`config.mk`:
```
export PLATFORM = sky130hd
export DESIGN_NAME = read_assemble
export DESIGN_NICKNAME = d
export VERILOG_FILES = /design/src/logic/asym_ram_pkg.sv /design/src/logic/read_assemble.sv
export SDC_FILE = /design/constraint.sdc
export NUM_CORES = 1
export LEC_CHECK = 0
export ABC_AREA = 0
export BUFFER_PORTS_ARGS = -buffer_cell sky130_fd_sc_hd__buf_2
export CELL_PAD_IN_SITES_DETAIL_PLACEMENT = 1
export CELL_PAD_IN_SITES_GLOBAL_PLACEMENT = 2
export CORE_MARGIN = 3
export CORE_UTILIZATION = 29
export DETAILED_ROUTE_END_ITERATION = 6
export HOLD_SLACK_MARGIN = 0.08
export PLACE_DENSITY = 0.81
export SLEW_MARGIN = 20
export SYNTH_ARGS = -nofsm -noshare
export SYNTH_HDL_FRONTEND = slang
export SYNTH_SLANG_ARGS = --single-unit
```
`constraint.sdc`:
```
create_clock -name clk_i -period 0.83 [get_ports clk_i]
set_input_delay 0.1245 -clock clk_i [delete_from_list [all_inputs] [get_ports clk_i]]
set_output_delay 0.1245 -clock clk_i [all_outputs]
set_load 0.02 [all_outputs]
```
`src/logic/asym_ram_pkg.sv`:
```
`default_nettype none

package asym_ram_pkg;

   // write side is one byte per strobe
   localparam int W_DATA_W = 8;

   // read side returns a full word per strobe
   localparam int R_DATA_W = 32;

   // byte address space, 1024 bytes
   localparam int ADDR_W = 10;

   // one bank per byte lane of the read word
   localparam int LANES = R_DATA_W / W_DATA_W;

   // lane index taken from the low address bits
   localparam int LANE_W = $clog2(LANES);

   // address inside one bank
   localparam int WORD_ADDR_W = ADDR_W - LANE_W;

   // write data
   typedef logic [W_DATA_W-1:0] byte_t;

   // read data, little-endian lanes
   typedef logic [R_DATA_W-1:0] word_t;

   // byte address on both ports
   typedef logic [ADDR_W-1:0] byte_addr_t;

   // bank address
   typedef logic [WORD_ADDR_W-1:0] word_addr_t;

   // one-hot lane write enables
   typedef logic [LANES-1:0] lane_en_t;

endpackage

`default_nettype wire

```
`src/logic/read_assemble.sv`:
```
`default_nettype none

module read_assemble (
   input  wire                 clk_i,
   input  wire                 arst_n_i,
   // word from the banks
   input  asym_ram_pkg::word_t rd_word_i,
   input  wire                 rd_word_valid_i,
   // read result port
   output logic                r_valid_o,
   output asym_ram_pkg::word_t r_data_o
);

   // one-cycle strobe, follows the bank valid
   always_ff @(posedge clk_i or negedge arst_n_i) begin
      if (!arst_n_i) begin
         r_valid_o <= 1'b0;
      end else begin
         r_valid_o <= rd_word_valid_i;
      end
   end

   // data is kept until the next read lands
   always_ff @(posedge clk_i or negedge arst_n_i) begin
      if (!arst_n_i) begin
         r_data_o <= '0;
      end else if (rd_word_valid_i) begin
         r_data_o <= rd_word_i;
      end
   end

endmodule

`default_nettype wire

```
==> metrics.txt <==
post-DR wirelength/cell 16.1 um; max frequency between 1000 and 1500 MHz; Setup TNS -4.91 ns; CTS Hold Buffers Added 1; register bit total from synthesis 33; relative max-transition margin 0.878; clock tree from TritonCTS done; slowest CP cell sky130_fd_sc_hd__dfrtp_2; Hold Slack 0.0743 ns; most frequent cells in the layout sky130_fd_sc_hd__buf_6, sky130_fd_sc_hd__buf_2, sky130_fd_sc_hd__mux2_4, sky130_fd_sc_hd__dfrtp_2, sky130_fd_sc_hd__clkbuf_8; Core Rows 24; count of final hold-check violations 0; Worst Path Required 0.71 ns; worst hold path class input pin to register; fill cell total of the finished layout just over 400; Period minus WS final about 0.96 ns; Mapped Nets between 100 and 150; measured slew at the worst slew-check pin 0.183 ns; highest ir drop seen on vdd 0.561 mV; gp weighted congestion 0.699; pin count of the biggest net entering global routing 34; syn avg cell area 19.9 sq um; list of cells traversed by the critical path buf_6; DRC violations left 0; wire length of the first global-routing pass approximately 5400 um; Max H-tree Level 2; count of synthesis-stage warnings from yosys 0; sequential share of the synthesized area 0.603; signal arrival time at the worst endpoint about 0.83 ns; outcome finished with violations; post-synthesis to final-layout area growth 67.5%; total power per unit cell area between 1500 and 2000 nW/um^2; final HPWL from detailed placement about 2300 um; count of placed standard cells in the final layout, fillers left out between 200 and 250; clk_lat worst skew about 0.28 ns; peak fanout along the critical path 2; area of the core region around 4400 sq um; Ant. Diodes 0; number of optimization iterations in the first detailed-route pass 3; Critical Path Sink Type output pin; violations in the final reports setup timing; clock slew at reported path FFs approximately 0.07 ns; NumNets Final 194; cell count after placement approximately 190; commonest non-fill, non-tap cell in the layout sky130_fd_sc_hd__buf_6; Clock Skew 0 ns; CP startpoint kind register; GRT overflow 0; count of nets left with antenna violations after detail routing 0; Initial Utilization 0.308; final number of max-transition violations 0; final cycle utilization of the critical path 1.16; initial DRC count 63; final WL roughly 3400 um; share of post-route cells with drive strength above 1 0.975; die width 74.7 um; Max-Cap Viols 0; standby leakage power around 1.1 nW; height of the chip 74.7 um; total via count after detailed routing 935; Root Buffer sky130_fd_sc_hd__clkbuf_8; area of the die 5590 sq um; Setup-failing EPs final 49; Buffers & Inverters on Critical Path 1; Via-to-Cell Ratio 4.41; unique cell type count in the Yosys netlist 5; antenna violations before repair 0; class of the most critical setup path register to output pin; RSZ-0062 raised after global routing true; top-level I/O count around 70; category of cells accounting for the largest share of critical-path delay flip-flops; largest buffer count on any clock path 2; slowest stage delay, CP roughly 0.42 ns; overall routing resource usage 0.130; TritonCTS sink count 33; via count of the first global-routing pass between 1000 and 1500; cell count after synthesis a little under 70; post-route setup slack -0.129 ns; Buffers on Ports 67; Netlist Area Pre-Place around 1400 sq um; TritonCTS buffer count 5
path summary, 6_finish.rpt:
path	from	to	slack, ns	cells after the start
worst max-delay path	r_data_o[10]	r_data_o[10]	-0.13	1
worst min-delay path	rd_word_i[11]	r_data_o[11]	0.07	2
worst max register to register	r_data_o[5]	r_data_o[5]	-0.08	2
worst min register to register	r_data_o[25]	r_data_o[25]	0.53	1
max in group asynchronous	arst_n_i	r_data_o[10]	0.29	3
min in group asynchronous	arst_n_i	r_data_o[27]	0.35	3
repair_timing:
action / in CTS / in global routing
endpoints found under the hold margin: 58 / 11
cloned: 0 / 0
buffers inserted: 16 / 0
endpoints found under the setup margin: 33 / 49
pin swaps: 0 / 0
gates resized for setup: 71 / 11
report_power, final:
part / switching [mW] / total [mW] / internal (mW)
clock network: 0.573 / 1.32 / 0.749
logic: 0.447 / 1.19 / 0.742
registers: 0.132 / 1.93 / 1.80
total: 1.15 / 4.44 / 3.29
synthesized netlist by cell type:
cell type	number	area, sq um
sky130_fd_sc_hd__buf_6	1	11.3
sky130_fd_sc_hd__mux2_2	2	22.5
sky130_fd_sc_hd__buf_12	3	60.1
sky130_fd_sc_hd__mux2_4	30	450
sky130_fd_sc_hd__dfrtp_1	33	826
area by class of cell:
class | instances | area (sq um) | share of cell area
Clock inverter | 1 | 5.00 | 0.00218
Timing Repair Buffer | 87 | 788 | 0.344
Clock buffer | 7 | 96.3 | 0.0420
Tap cell | 52 | 65.1 | 0.0284
Sequential cell | 33 | 863 | 0.376
Multi-Input combinational cell | 32 | 477 | 0.208
stage by stage:
step,setup WS [ns],util,cell area (sq um),power [mW]
after floorplan,0.00385,-,1410,2.43
after global placement,-0.0609,0.404,1800,2.72
after detailed placement,-0.0835,0.404,1800,2.75
after CTS,-0.138,0.507,2250,4.46
after global routing,-0.154,0.516,2290,4.65
final,-0.129,0.516,2290,4.44
metal layers:
layer / global-route usage / up-vias / share of wire
met5: 0 / - / 0
met4: 0.0415 / 0 / 0
met3: 0.0347 / 0 / 0.065
met2: 0.229 / 40 / 0.54
met1: 0.154 / 477 / 0.39
li1: - / 418 / -
cell families after synthesis:
group | count (synthesis) | share of synthesized area
flip-flops | 33 | 0.603
multiplexers | 32 | 0.345
buffers and inverters | 4 | 0.0521
sequential cells by signal, summed over array words and instances (netlist names):
| name | count |
|---|---|
| r_valid_o | 1 |
| r_data_o | 32 |
Power figures use the tool's default switching activity.
