File: config.mk
export PLATFORM = sky130hd
export DESIGN_NAME = access_decode_flat
export DESIGN_NICKNAME = d
export VERILOG_FILES = /design/src/logic/asym_ram_pkg.sv /design/src/logic/bank_cmd_if.sv /design/src/logic/access_decode.sv /design/src/flat_wrapper.sv
export SDC_FILE = /design/constraint.sdc
export NUM_CORES = 1
export LEC_CHECK = 0
export ABC_AREA = 1
export BUFFER_PORTS_ARGS = -buffer_cell sky130_fd_sc_hd__clkbuf_2
export CAP_MARGIN = 20
export CELL_PAD_IN_SITES_DETAIL_PLACEMENT = 0
export CELL_PAD_IN_SITES_GLOBAL_PLACEMENT = 1
export CORE_AREA = 4 4 60 62
export CTS_CLUSTER_DIAMETER = 200
export DETAILED_ROUTE_END_ITERATION = 10
export DIE_AREA = 0 0 64 66
export MAX_ROUTING_LAYER = met4
export PLACE_DENSITY_LB_ADDON = 0.3
export SLEW_MARGIN = 25
export SYNTH_ARGS = -nofsm -noshare
export SYNTH_HDL_FRONTEND = slang
export SYNTH_SLANG_ARGS = --single-unit
File: constraint.sdc
create_clock -name clk_i -period 0.8 [get_ports clk_i]
set_clock_uncertainty 0.1 [all_clocks]
set_input_delay 0.04 -clock clk_i [delete_from_list [all_inputs] [get_ports clk_i]]
set_output_delay 0.04 -clock clk_i [all_outputs]
set_load 0.02 [all_outputs]
File: src/logic/asym_ram_pkg.sv
`default_nettype none

package asym_ram_pkg;

   // write side is one byte per strobe
   localparam int W_DATA_W = 8;

   // read side returns a full word per strobe
   localparam int R_DATA_W = 32;

   // byte address space, 1024 bytes
   localparam int ADDR_W = 10;

   // one bank per byte lane of the read word
   localparam int LANES = R_DATA_W / W_DATA_W;

   // lane index taken from the low address bits
   localparam int LANE_W = $clog2(LANES);

   // address inside one bank
   localparam int WORD_ADDR_W = ADDR_W - LANE_W;

   // write data
   typedef logic [W_DATA_W-1:0] byte_t;

   // read data, little-endian lanes
   typedef logic [R_DATA_W-1:0] word_t;

   // byte address on both ports
   typedef logic [ADDR_W-1:0] byte_addr_t;

   // bank address
   typedef logic [WORD_ADDR_W-1:0] word_addr_t;

   // one-hot lane write enables
   typedef logic [LANES-1:0] lane_en_t;

endpackage

`default_nettype wire

File: src/logic/bank_cmd_if.sv
`default_nettype none

interface bank_cmd_if;

   // write command, at most one lane enabled
   asym_ram_pkg::lane_en_t   wr_lane_en;
   asym_ram_pkg::word_addr_t wr_word_addr;
   asym_ram_pkg::byte_t      wr_data;

   // read command, all lanes at once
   logic                     rd_en;
   asym_ram_pkg::word_addr_t rd_word_addr;

   modport decode (
      output wr_lane_en,
      output wr_word_addr,
      output wr_data,
      output rd_en,
      output rd_word_addr
   );

   modport bank (
      input wr_lane_en,
      input wr_word_addr,
      input wr_data,
      input rd_en,
      input rd_word_addr
   );

endinterface

`default_nettype wire

File: src/logic/access_decode.sv
`default_nettype none

module access_decode (
   input  wire                      clk_i,
   input  wire                      arst_n_i,
   // write side, byte addressed
   input  wire                      w_en_i,
   input  asym_ram_pkg::byte_addr_t w_addr_i,
   input  asym_ram_pkg::byte_t      w_data_i,
   // read side, byte addressed
   input  wire                      r_en_i,
   input  asym_ram_pkg::byte_addr_t r_addr_i,
   // decoded commands to the banks
   bank_cmd_if.decode               cmd
);

   logic [asym_ram_pkg::LANE_W-1:0] w_lane_sel;
   asym_ram_pkg::lane_en_t          lane_en_d;
   asym_ram_pkg::lane_en_t          lane_en_q;
   asym_ram_pkg::word_addr_t        w_word_addr_q;
   asym_ram_pkg::byte_t             w_data_q;

   // low address bits pick the byte lane
   assign w_lane_sel = w_addr_i[asym_ram_pkg::LANE_W-1:0];

   always_comb begin
      lane_en_d = '0;
      if (w_en_i) begin
         lane_en_d = asym_ram_pkg::lane_en_t'(1) << w_lane_sel;
      end
   end

   // lane enables are control state
   always_ff @(posedge clk_i or negedge arst_n_i) begin
      if (!arst_n_i) begin
         lane_en_q <= '0;
      end else begin
         lane_en_q <= lane_en_d;
      end
   end

   // payload only moves on a write
   always_ff @(posedge clk_i) begin
      if (w_en_i) begin
         w_word_addr_q <= w_addr_i[asym_ram_pkg::ADDR_W-1:asym_ram_pkg::LANE_W];
         w_data_q      <= w_data_i;
      end
   end

   assign cmd.wr_lane_en   = lane_en_q;
   assign cmd.wr_word_addr = w_word_addr_q;
   assign cmd.wr_data      = w_data_q;

   // read goes straight through, lane bits dropped
   assign cmd.rd_en        = r_en_i;
   assign cmd.rd_word_addr = r_addr_i[asym_ram_pkg::ADDR_W-1:asym_ram_pkg::LANE_W];

endmodule

`default_nettype wire

File: src/flat_wrapper.sv
// flat-port wrapper written by rule: the top's interface ports become plain ports
module access_decode_flat 
  (clk_i, arst_n_i, w_en_i, w_addr_i, w_data_i, r_en_i, r_addr_i, cmd_wr_lane_en, cmd_wr_word_addr, cmd_wr_data, cmd_rd_en, cmd_rd_word_addr);
  bank_cmd_if cmd_i ();
  input  wire clk_i;
  input  wire arst_n_i;
  input  wire w_en_i;
  input  asym_ram_pkg::byte_addr_t w_addr_i;
  input  asym_ram_pkg::byte_t w_data_i;
  input  wire r_en_i;
  input  asym_ram_pkg::byte_addr_t r_addr_i;
  output wire logic [$bits(cmd_i.wr_lane_en)-1:0] cmd_wr_lane_en;
  output wire logic [$bits(cmd_i.wr_word_addr)-1:0] cmd_wr_word_addr;
  output wire logic [$bits(cmd_i.wr_data)-1:0] cmd_wr_data;
  output wire logic [$bits(cmd_i.rd_en)-1:0] cmd_rd_en;
  output wire logic [$bits(cmd_i.rd_word_addr)-1:0] cmd_rd_word_addr;
  assign cmd_wr_lane_en = cmd_i.wr_lane_en;
  assign cmd_wr_word_addr = cmd_i.wr_word_addr;
  assign cmd_wr_data = cmd_i.wr_data;
  assign cmd_rd_en = cmd_i.rd_en;
  assign cmd_rd_word_addr = cmd_i.rd_word_addr;
  access_decode u_core (.clk_i(clk_i), .arst_n_i(arst_n_i), .w_en_i(w_en_i), .w_addr_i(w_addr_i), .w_data_i(w_data_i), .r_en_i(r_en_i), .r_addr_i(r_addr_i), .cmd(cmd_i));
endmodule
==> flow_summary.json, run 1 <==
{
  "ys_seq_elements": 20,
  "antenna_found_initial": 0,
  "critPathSlowestCell": "edfxtp_1",
  "wl_per_cell_um": 10.3,
  "cts_tree": "built",
  "final_common_cell": "clkbuf_2",
  "crit_type": "register to output port",
  "cts_setup_buffers": 0,
  "end_kind": "output port",
  "synth.cell_area_sq_um": 678,
  "vias": 513,
  "whs_ns": -0.0141,
  "final_core_util": 0.422,
  "die-area_sq_um": 4220,
  "h-tree-depth": 1,
  "drive_gt1_frac": 0.436,
  "synth_area_per_cell_sq_um": 18.3,
  "netSwitchingFraction": 0.242,
  "max_stage_delay_ns": 0.39,
  "initial_core_util": 0.224,
  "cts_root_buf": "clkbuf_4",
  "p_leak_uw": 0.000639,
  "p_clk_frac": 0.217,
  "clk_pin_slew_worst_paths_ns": 0.11,
  "via_per_inst": 3.54,
  "final_cell_mix": "clkbuf_2 (20), dlygate4sd3_1 (19), edfxtp_1 (16)",
  "slew-limit-headroom": 0.843,
  "hold_viol": 4,
  "failed_checks": "negative hold slack, negative setup slack",
  "p_comb_frac": 0.206,
  "grt-ovfl-total": 0,
  "period_needed_ns": 0.985,
  "p_per_area_nw_per_um2": 1670,
  "ant_nets": 0,
  "grt_pass1_vias": 553,
  "fin_area_sq_um": 1280,
  "setup_viol": 20,
  "dr.pass1.iters": 3,
  "rsz0062_at_grt": "yes",
  "p_seq_frac": 0.577,
  "netlist_instances": 37,
  "synth_nets": 69,
  "drv_cap": 0,
  "slew_violations": 0,
  "fin_nets": 134,
  "io_pins": 61,
  "io_buffers": 40,
  "start_kind": "register",
  "status": "finished, violations left",
  "grt_max_degree": 19,
  "diodes": 0,
  "drc": 0,
  "cts_buffer_depth": 2,
  "wl_um": 1490,
  "cts_hold_buf": 28,
  "core_sq_um": 3030,
  "clock-sinks": 20,
  "gp_congestion": 0.626,
  "yosys_warnings": 0,
  "crit_family": "flip-flops",
  "switchingPower_uw": 514,
  "crit_arrival_ns": 0.85,
  "required_ns": 0.66,
  "grt_first_pass_wirelength_um": 2290,
  "place_ws_ns": 0.0953,
  "synth_cell_types": 6,
  "max_freq_ghz": 1.02,
  "ys_seq_area_frac": 0.856,
  "worst_pin_slew_ns": 0.237,
  "syn_to_final_growth_pct": 88.4,
  "die_w_um": 64,
  "critPathBufInv": 1,
  "setup_ws_ns": -0.185,
  "cp_num_cells": 1,
  "period_share": 1.23,
  "p_int_uw": 1610,
  "irDropWorstVdd_uv": 491,
  "dieHeight_um": 66,
  "numCtsBuffers": 3,
  "drt_iter0_markers": 36,
  "rows": 20,
  "place_area_sq_um": 886,
  "path_cells": "buf_2",
  "path_max_fanout": 1,
  "hold_class": "input port to asynchronous set/reset pin",
  "grt_use_total": 0.0747
}
-- cell type report --
| type | instances | area [sq um] |
|---|---|---|
| inverter | 2 | 7.51 |
| sequential | 20 | 581 |
| fill | 275 | 1750 |
| clock buffer | 3 | 22.5 |
| tap | 44 | 55.1 |
| clock inverter | 1 | 3.75 |
| multi-input combinational | 6 | 22.5 |
| timing repair buffer | 69 | 586 |
-- kinds of logic (layout without fill, tap and decap cells) --
group / count (synthesis) / in the layout / synth area share
DFF: 20 / 20 / 0.856
buffers and inverters: 11 / 75 / 0.111
and+or+nand+nor: 6 / 6 / 0.0332
-- cells in the mapped netlist --
| cell | n | area (sq um) |
|---|---|---|
| dfrtp_1 | 4 | 100 |
| nand2_1 | 2 | 7.51 |
| inv_1 | 2 | 7.51 |
| buf_4 | 9 | 67.6 |
| nor2_1 | 4 | 15.0 |
| edfxtp_1 | 16 | 480 |
-- metal layers --
layer / vias to the layer above / global-route usage / part of all wire
li1: 246 / - / -
met1: 219 / 0.0772 / 0.41
met2: 46 / 0.123 / 0.46
met3: 2 / 0.0289 / 0.13
met4: 0 / 0.0404 / 0.0027
met5: - / - / 0
-- timing repair --
| action | CTS | global route |
|---|---|---|
| endpoints found under the hold margin | 33 | 4 |
| gates resized for setup | 0 | 49 |
| setup endpoints to repair | 20 | 29 |
-- flip-flops by register name, summed over array words and instances (netlist names) --
| name | count |
|---|---|
| u_core.cmd.wr_lane_en | 4 |
| u_core.cmd.wr_word_addr | 8 |
| u_core.cmd.wr_data | 8 |
-- final timing paths --
path	startpoint	to	slack, ns
setup / recovery	u_core.cmd.wr_word_addr[0]	cmd_wr_word_addr[0]	-0.19
hold / removal	arst_n_i	u_core.cmd.wr_lane_en[2]	-0.01
max in group asynchronous	arst_n_i	u_core.cmd.wr_lane_en[1]	0.50
min in group clk_i	w_en_i	u_core.cmd.wr_word_addr[6]	0.04
-- metrics by stage --
stage,cells,total power (uW),hold WS [ns],setup TNS (ns)
6_report,145,2130,-0.0141,-3.20
5_1_grt,145,2250,-0.0381,-4.34
4_1_cts,145,2120,-0.0375,-3.96
3_5_place_dp,113,1500,-0.253,0
3_3_place_gp,113,1500,-0.254,0
2_1_floorplan,37,1420,-0.356,0
-- power groups by stage --
stage          clock network, uW  registers (uW)  logic (uW)
6_report                     462            1230         439
5_1_grt                      546            1230         467
4_1_cts                      493            1220         400
3_5_place_dp                   0            1250         256
3_3_place_gp                   0            1240         255
2_1_floorplan                  0            1340        74.1
Power figures use the tool's default switching activity.
==> inputs of run 2 (changes only) <==
Settings changed: CORE_AREA 4 4 60 62 to 4 4 55 57, DIE_AREA 0 0 64 66 to 0 0 59 61, SKIP_CTS_REPAIR_TIMING from default to 1, SLEW_MARGIN 25 to 20.
Clock period 0.8 ns to 1.2 ns, I/O delays scaled along.
==> run 2 against run 1 <==
The run now ends clean. Sequential share of layout area grew 9.1 points. Critical path depth did not move. Flip-flop and latch count stayed put. Worst setup slack improved by 0.39 ns. Wire length fell by 7.0%. Clock power down 32%. Sequential power decreased by 34%. Core utilization is 0.79 points higher. Power down 37%. Cell area shrank 17%. Final cell count fell by 17%. Via count is 12% lower. Largest power group unchanged.
==> flow_summary.json, run 2 (synthesis gave the netlist of run 1 again) <==
{
  "vias": 452,
  "final_core_util": 0.430,
  "numCtsBuffers": 3,
  "cts_root_buf": "clkbuf_4",
  "io_buffers": 40,
  "die-area_sq_um": 3600,
  "grt_first_pass_wirelength_um": 1790,
  "fin_setup_tns_ns": 0,
  "hold_class": "input port to asynchronous set/reset pin",
  "io_pins": 61,
  "clk_pin_slew_worst_paths_ns": 0.11,
  "core_sq_um": 2480,
  "rows": 18,
  "top_usage_layer": "met2",
  "path_max_fanout": 1,
  "wl_um": 1390,
  "whs_ns": 0.00419,
  "final-seq-area_sq_um": 581,
  "period_needed_ns": 0.999,
  "fin_nets": 124,
  "irDropWorstVdd_uv": 566,
  "final_cell_mix": "clkbuf_2 (40), dlygate4sd3_1 (19), edfxtp_1 (16)",
  "setup_viol": 0,
  "grt_pass1_vias": 401,
  "grtUsageMet1": 0.0758,
  "drive_gt1_frac": 0.473,
  "slew_violations": 0,
  "gr-usage-met3": 0.0255,
  "gp_congestion": 0.648,
  "wl_per_cell_um": 11.5,
  "critPathSlowestCell": "edfxtp_1",
  "drc": 0,
  "path_cells": "clkbuf_2",
  "crit_type": "register to output port",
  "start_kind": "register",
  "syn_to_final_growth_pct": 57.0,
  "crit_family": "flip-flops",
  "drv_cap": 0,
  "grt_max_degree": 19,
  "dieHeight_um": 61,
  "end_kind": "output port",
  "p_total_uw": 1340,
  "cts_buffer_depth": 2,
  "max_stage_delay_ns": 0.38,
  "rsz0062_at_grt": "no",
  "grt_use_total": 0.0739,
  "worst_pin_slew_ns": 0.450,
  "required_ns": 1.04,
  "max_freq_ghz": 1.00,
  "post-dp-hpwl_um": 996,
  "period_share": 0.832,
  "final_common_cell": "clkbuf_2",
  "critPathBufInv": 1,
  "dr.pass1.iters": 3,
  "hold_viol": 0,
  "drt_iter0_markers": 8,
  "crit_arrival_ns": 0.84,
  "antenna_found_initial": 0,
  "grt-ovfl-total": 0,
  "fillers": 236,
  "ant_nets": 0,
  "via_per_inst": 3.74,
  "slew-limit-headroom": 0.700,
  "use_met2": 0.114,
  "diodes": 0,
  "p_per_area_nw_per_um2": 1260,
  "h-tree-depth": 1,
  "multi_input_area_sq_um": 22.5,
  "cts_tree": "built",
  "status": "finished clean",
  "initial_core_util": 0.274,
  "clock-sinks": 20,
  "die_w_um": 59,
  "p_leak_uw": 0.000496
}
## run 2: cell types whose count changed in the layout (fill, tap and decap cells not counted)
cell            previous run  this run
buf_12                     1         0
buf_2                     10         0
buf_6                     10         0
clkbuf_1                   0         1
clkbuf_2                  20        40
clkinv_1                   1         0
dlymetal6s4s_1             9         0
## run 2: worst max-delay path by stage
stage	startpoint	endpoint	slack, ns	cells after the start
after floorplan	u_core.cmd.wr_data[0]	cmd_wr_data[0]	0.59	0
after detailed placement	w_en_i	u_core.cmd.wr_word_addr[4]	0.29	1
final	u_core.cmd.wr_data[1]	cmd_wr_data[1]	0.20	1
after global routing	u_core.cmd.wr_data[1]	cmd_wr_data[1]	0.14	1
after CTS	u_core.cmd.wr_data[2]	cmd_wr_data[2]	0.17	1
after global placement	w_en_i	u_core.cmd.wr_word_addr[4]	0.30	1
## run 2: area by class of cell
type	instances	area share
flip-flops and latches	20	0.545
repair buffers	59	0.367
well taps	30	0.0353
clock buffers	4	0.0247
multi-input cells	6	0.0212
inverters	2	0.00705
## run 2: metrics by stage
step | area, sq um | setup WS [ns] | std cells
global placement | 848 | 0.297 | 98
finish | 1060 | 0.201 | 121
CTS | 875 | 0.173 | 102
floorplan | 678 | 0.591 | 37
detailed placement | 848 | 0.286 | 98
global route | 1060 | 0.140 | 121
## run 2: where the power goes
| group | internal (uW) | switching, uW | total, uW |
|---|---|---|---|
| sequential | 803 | 11.4 | 814 |
| clock | 129 | 187 | 316 |
| combinational | 95.1 | 114 | 209 |
## run 2: routing by layer
metal | up-vias | share of wire
met5 | - | 0
met3 | 4 | 0.16
met2 | 26 | 0.48
li1 | 224 | -
met4 | 0 | 0.0043
met1 | 198 | 0.36
==> inputs of run 3 (changes only) <==
Settings changed: ABC_AREA 1 to 0, CORE_AREA 4 4 55 57 to 4 4 59 61, DIE_AREA 0 0 59 61 to 0 0 63 65.
Clock period 1.2 ns to 0.89 ns, I/O delays scaled along.
==> run 3 against run 2 <==
The run now ends with negative setup slack left. Synthesized area rose by 1.1%. Flip-flop and latch count did not move. Core utilization fell by 1.0 points. Via count rose by 11%. Largest power group unchanged. Highest routed layer unchanged.
==> flow_summary.json, run 3 <==
{
  "fillers": 264,
  "critPathBufInv": 1,
  "slew-limit-headroom": 0.852,
  "grt_max_degree": 21,
  "clk_pin_slew_worst_paths_ns": 0.11,
  "rows": 20,
  "setup_viol": 20,
  "grt_use_total": 0.0691,
  "netSwitchingFraction": 0.234,
  "yosys_warnings": 0,
  "switchingPower_uw": 466,
  "diodes": 0,
  "die_w_um": 63,
  "start_kind": "register",
  "clock-sinks": 20,
  "final_core_util": 0.420,
  "vias": 500,
  "cts_root_buf": "clkbuf_4",
  "wl_um": 1560,
  "wl_per_cell_um": 11.9,
  "synth_nets": 65,
  "drive_gt1_frac": 0.480,
  "fin_nets": 131,
  "required_ns": 0.75,
  "ys_seq_elements": 20,
  "period_share": 1.11,
  "dr.pass1.iters": 2,
  "hold_viol": 0,
  "numCtsBuffers": 3,
  "crit_type": "register to output port",
  "grt_first_pass_wirelength_um": 2040,
  "initial_core_util": 0.230,
  "synth-main-ff-cell": "edfxtp_1",
  "hold_class": "input port to register",
  "final_cell_mix": "dlygate4sd3_1 (29), clkbuf_2 (21), edfxtp_1 (16)",
  "synth.cell_area_sq_um": 686,
  "max_stage_delay_ns": 0.38,
  "crit_arrival_ns": 0.85,
  "syn_to_final_growth_pct": 82.3,
  "worst_pin_slew_ns": 0.221,
  "gp_congestion": 0.598,
  "irDropWorstVdd_uv": 378,
  "drc": 0,
  "dieHeight_um": 65,
  "min_path_cells": 2,
  "netlist_instances": 33,
  "instances_no_fill": 131,
  "core_sq_um": 2980,
  "p_per_area_nw_per_um2": 1590,
  "p_clk_frac": 0.255,
  "cp_num_cells": 1,
  "final_common_cell": "dlygate4sd3_1",
  "whs_ns": 0.0477,
  "path_max_fanout": 1,
  "rsz0062_at_grt": "yes",
  "synth_common_cells": "edfxtp_1 (16), buf_4 (9), dfrtp_1 (4)",
  "slew_violations": 0,
  "ys_seq_area_frac": 0.847,
  "failed_checks": "negative setup slack",
  "antenna_found_initial": 0,
  "synth_top_area_frac": 0.701,
  "max_freq_ghz": 1.01,
  "place_inst": 98,
  "drv_cap": 0,
  "p_leak_uw": 0.000561,
  "critPathSlowestCell": "edfxtp_1",
  "synth_cell_types": 6,
  "end_kind": "output port",
  "status": "finished, violations left",
  "io_buffers": 40,
  "h-tree-depth": 1,
  "ant_nets": 0,
  "via_per_inst": 3.82,
  "period_needed_ns": 0.991,
  "synth_most_common_cell": "edfxtp_1",
  "die-area_sq_um": 4100,
  "setup_ws_ns": -0.101,
  "cts_tree": "built",
  "path_cells": "buf_2",
  "grt-ovfl-total": 0,
  "synth_area_leader_cell": "edfxtp_1",
  "synthTopCellsByArea": "edfxtp_1 (70%), dfrtp_1 (15%), buf_4 (9.9%)",
  "synth_edf_count": 16,
  "synthArstFlopShare": 0.200,
  "grt_pass1_vias": 401,
  "p_int_uw": 1520,
  "crit_family": "flip-flops",
  "p_seq_frac": 0.554,
  "drt_iter0_markers": 25,
  "cts_buffer_depth": 2,
  "synth_area_per_cell_sq_um": 20.8,
  "p_comb_frac": 0.191,
  "io_pins": 61
}
==> run 3: cell types whose count changed in the layout (fill, tap and decap cells not counted), moves of 2 or more <==
cell	change
clkbuf_2	-19
buf_2	+12
dlygate4sd3_1	+10
buf_6	+7
nor2_1	-4
and3b_1	+2
inv_1	-2
nand2_1	-2
==> run 3: final cells by class <==
cell class | count | area (sq um) | share of cell area
sequential | 20 | 581 | 0.464
timing repair buffer | 70 | 554 | 0.443
tap | 33 | 41.3 | 0.0330
multi-input combinational | 4 | 37.5 | 0.0300
clock buffer | 4 | 36.3 | 0.0290
==> run 3: path summary, 6_finish.rpt <==
path	start	end	slack [ns]
max	u_core.cmd.wr_word_addr[4]	cmd_wr_word_addr[4]	-0.10
min	w_en_i	u_core.cmd.wr_data[5]	0.05
max in group asynchronous	arst_n_i	u_core.cmd.wr_lane_en[0]	0.06
min in group asynchronous	arst_n_i	u_core.cmd.wr_lane_en[2]	0.50
==> run 3: stage by stage <==
step                TNS, ns  setup slack (ns)  cell area, sq um  power, uW
floorplan                 0             0.296               686       1280
global placement          0             0.181               880       1350
detailed placement        0             0.176               880       1350
CTS                   -1.96            -0.125               916       1860
global route          -2.43            -0.144              1250       2080
finish                -1.61            -0.101              1250       1990
==> run 3: layer usage <==
layer	global-route usage	vias up	routed length (um)
li1	-	241	-
met1	0.0750	218	572
met2	0.0975	39	769
met3	0.0364	2	207
met4	0.0468	0	12
met5	-	-	0
==> run 3: cells by family after synthesis <==
family / after synthesis / share of synthesized area
AND/OR/NAND/NOR: 4 / 0.0548
buffers and inverters: 9 / 0.0985
flip-flops: 20 / 0.847
==> run 3: power groups by stage <==
stage          clock (uW)  sequential [uW]  combinational (uW)
2_1_floorplan           0             1210                66.1
3_3_place_gp            0             1120                 228
3_5_place_dp            0             1120                 231
4_1_cts               528             1100                 231
5_1_grt               561             1110                 406
6_report              507             1100                 380
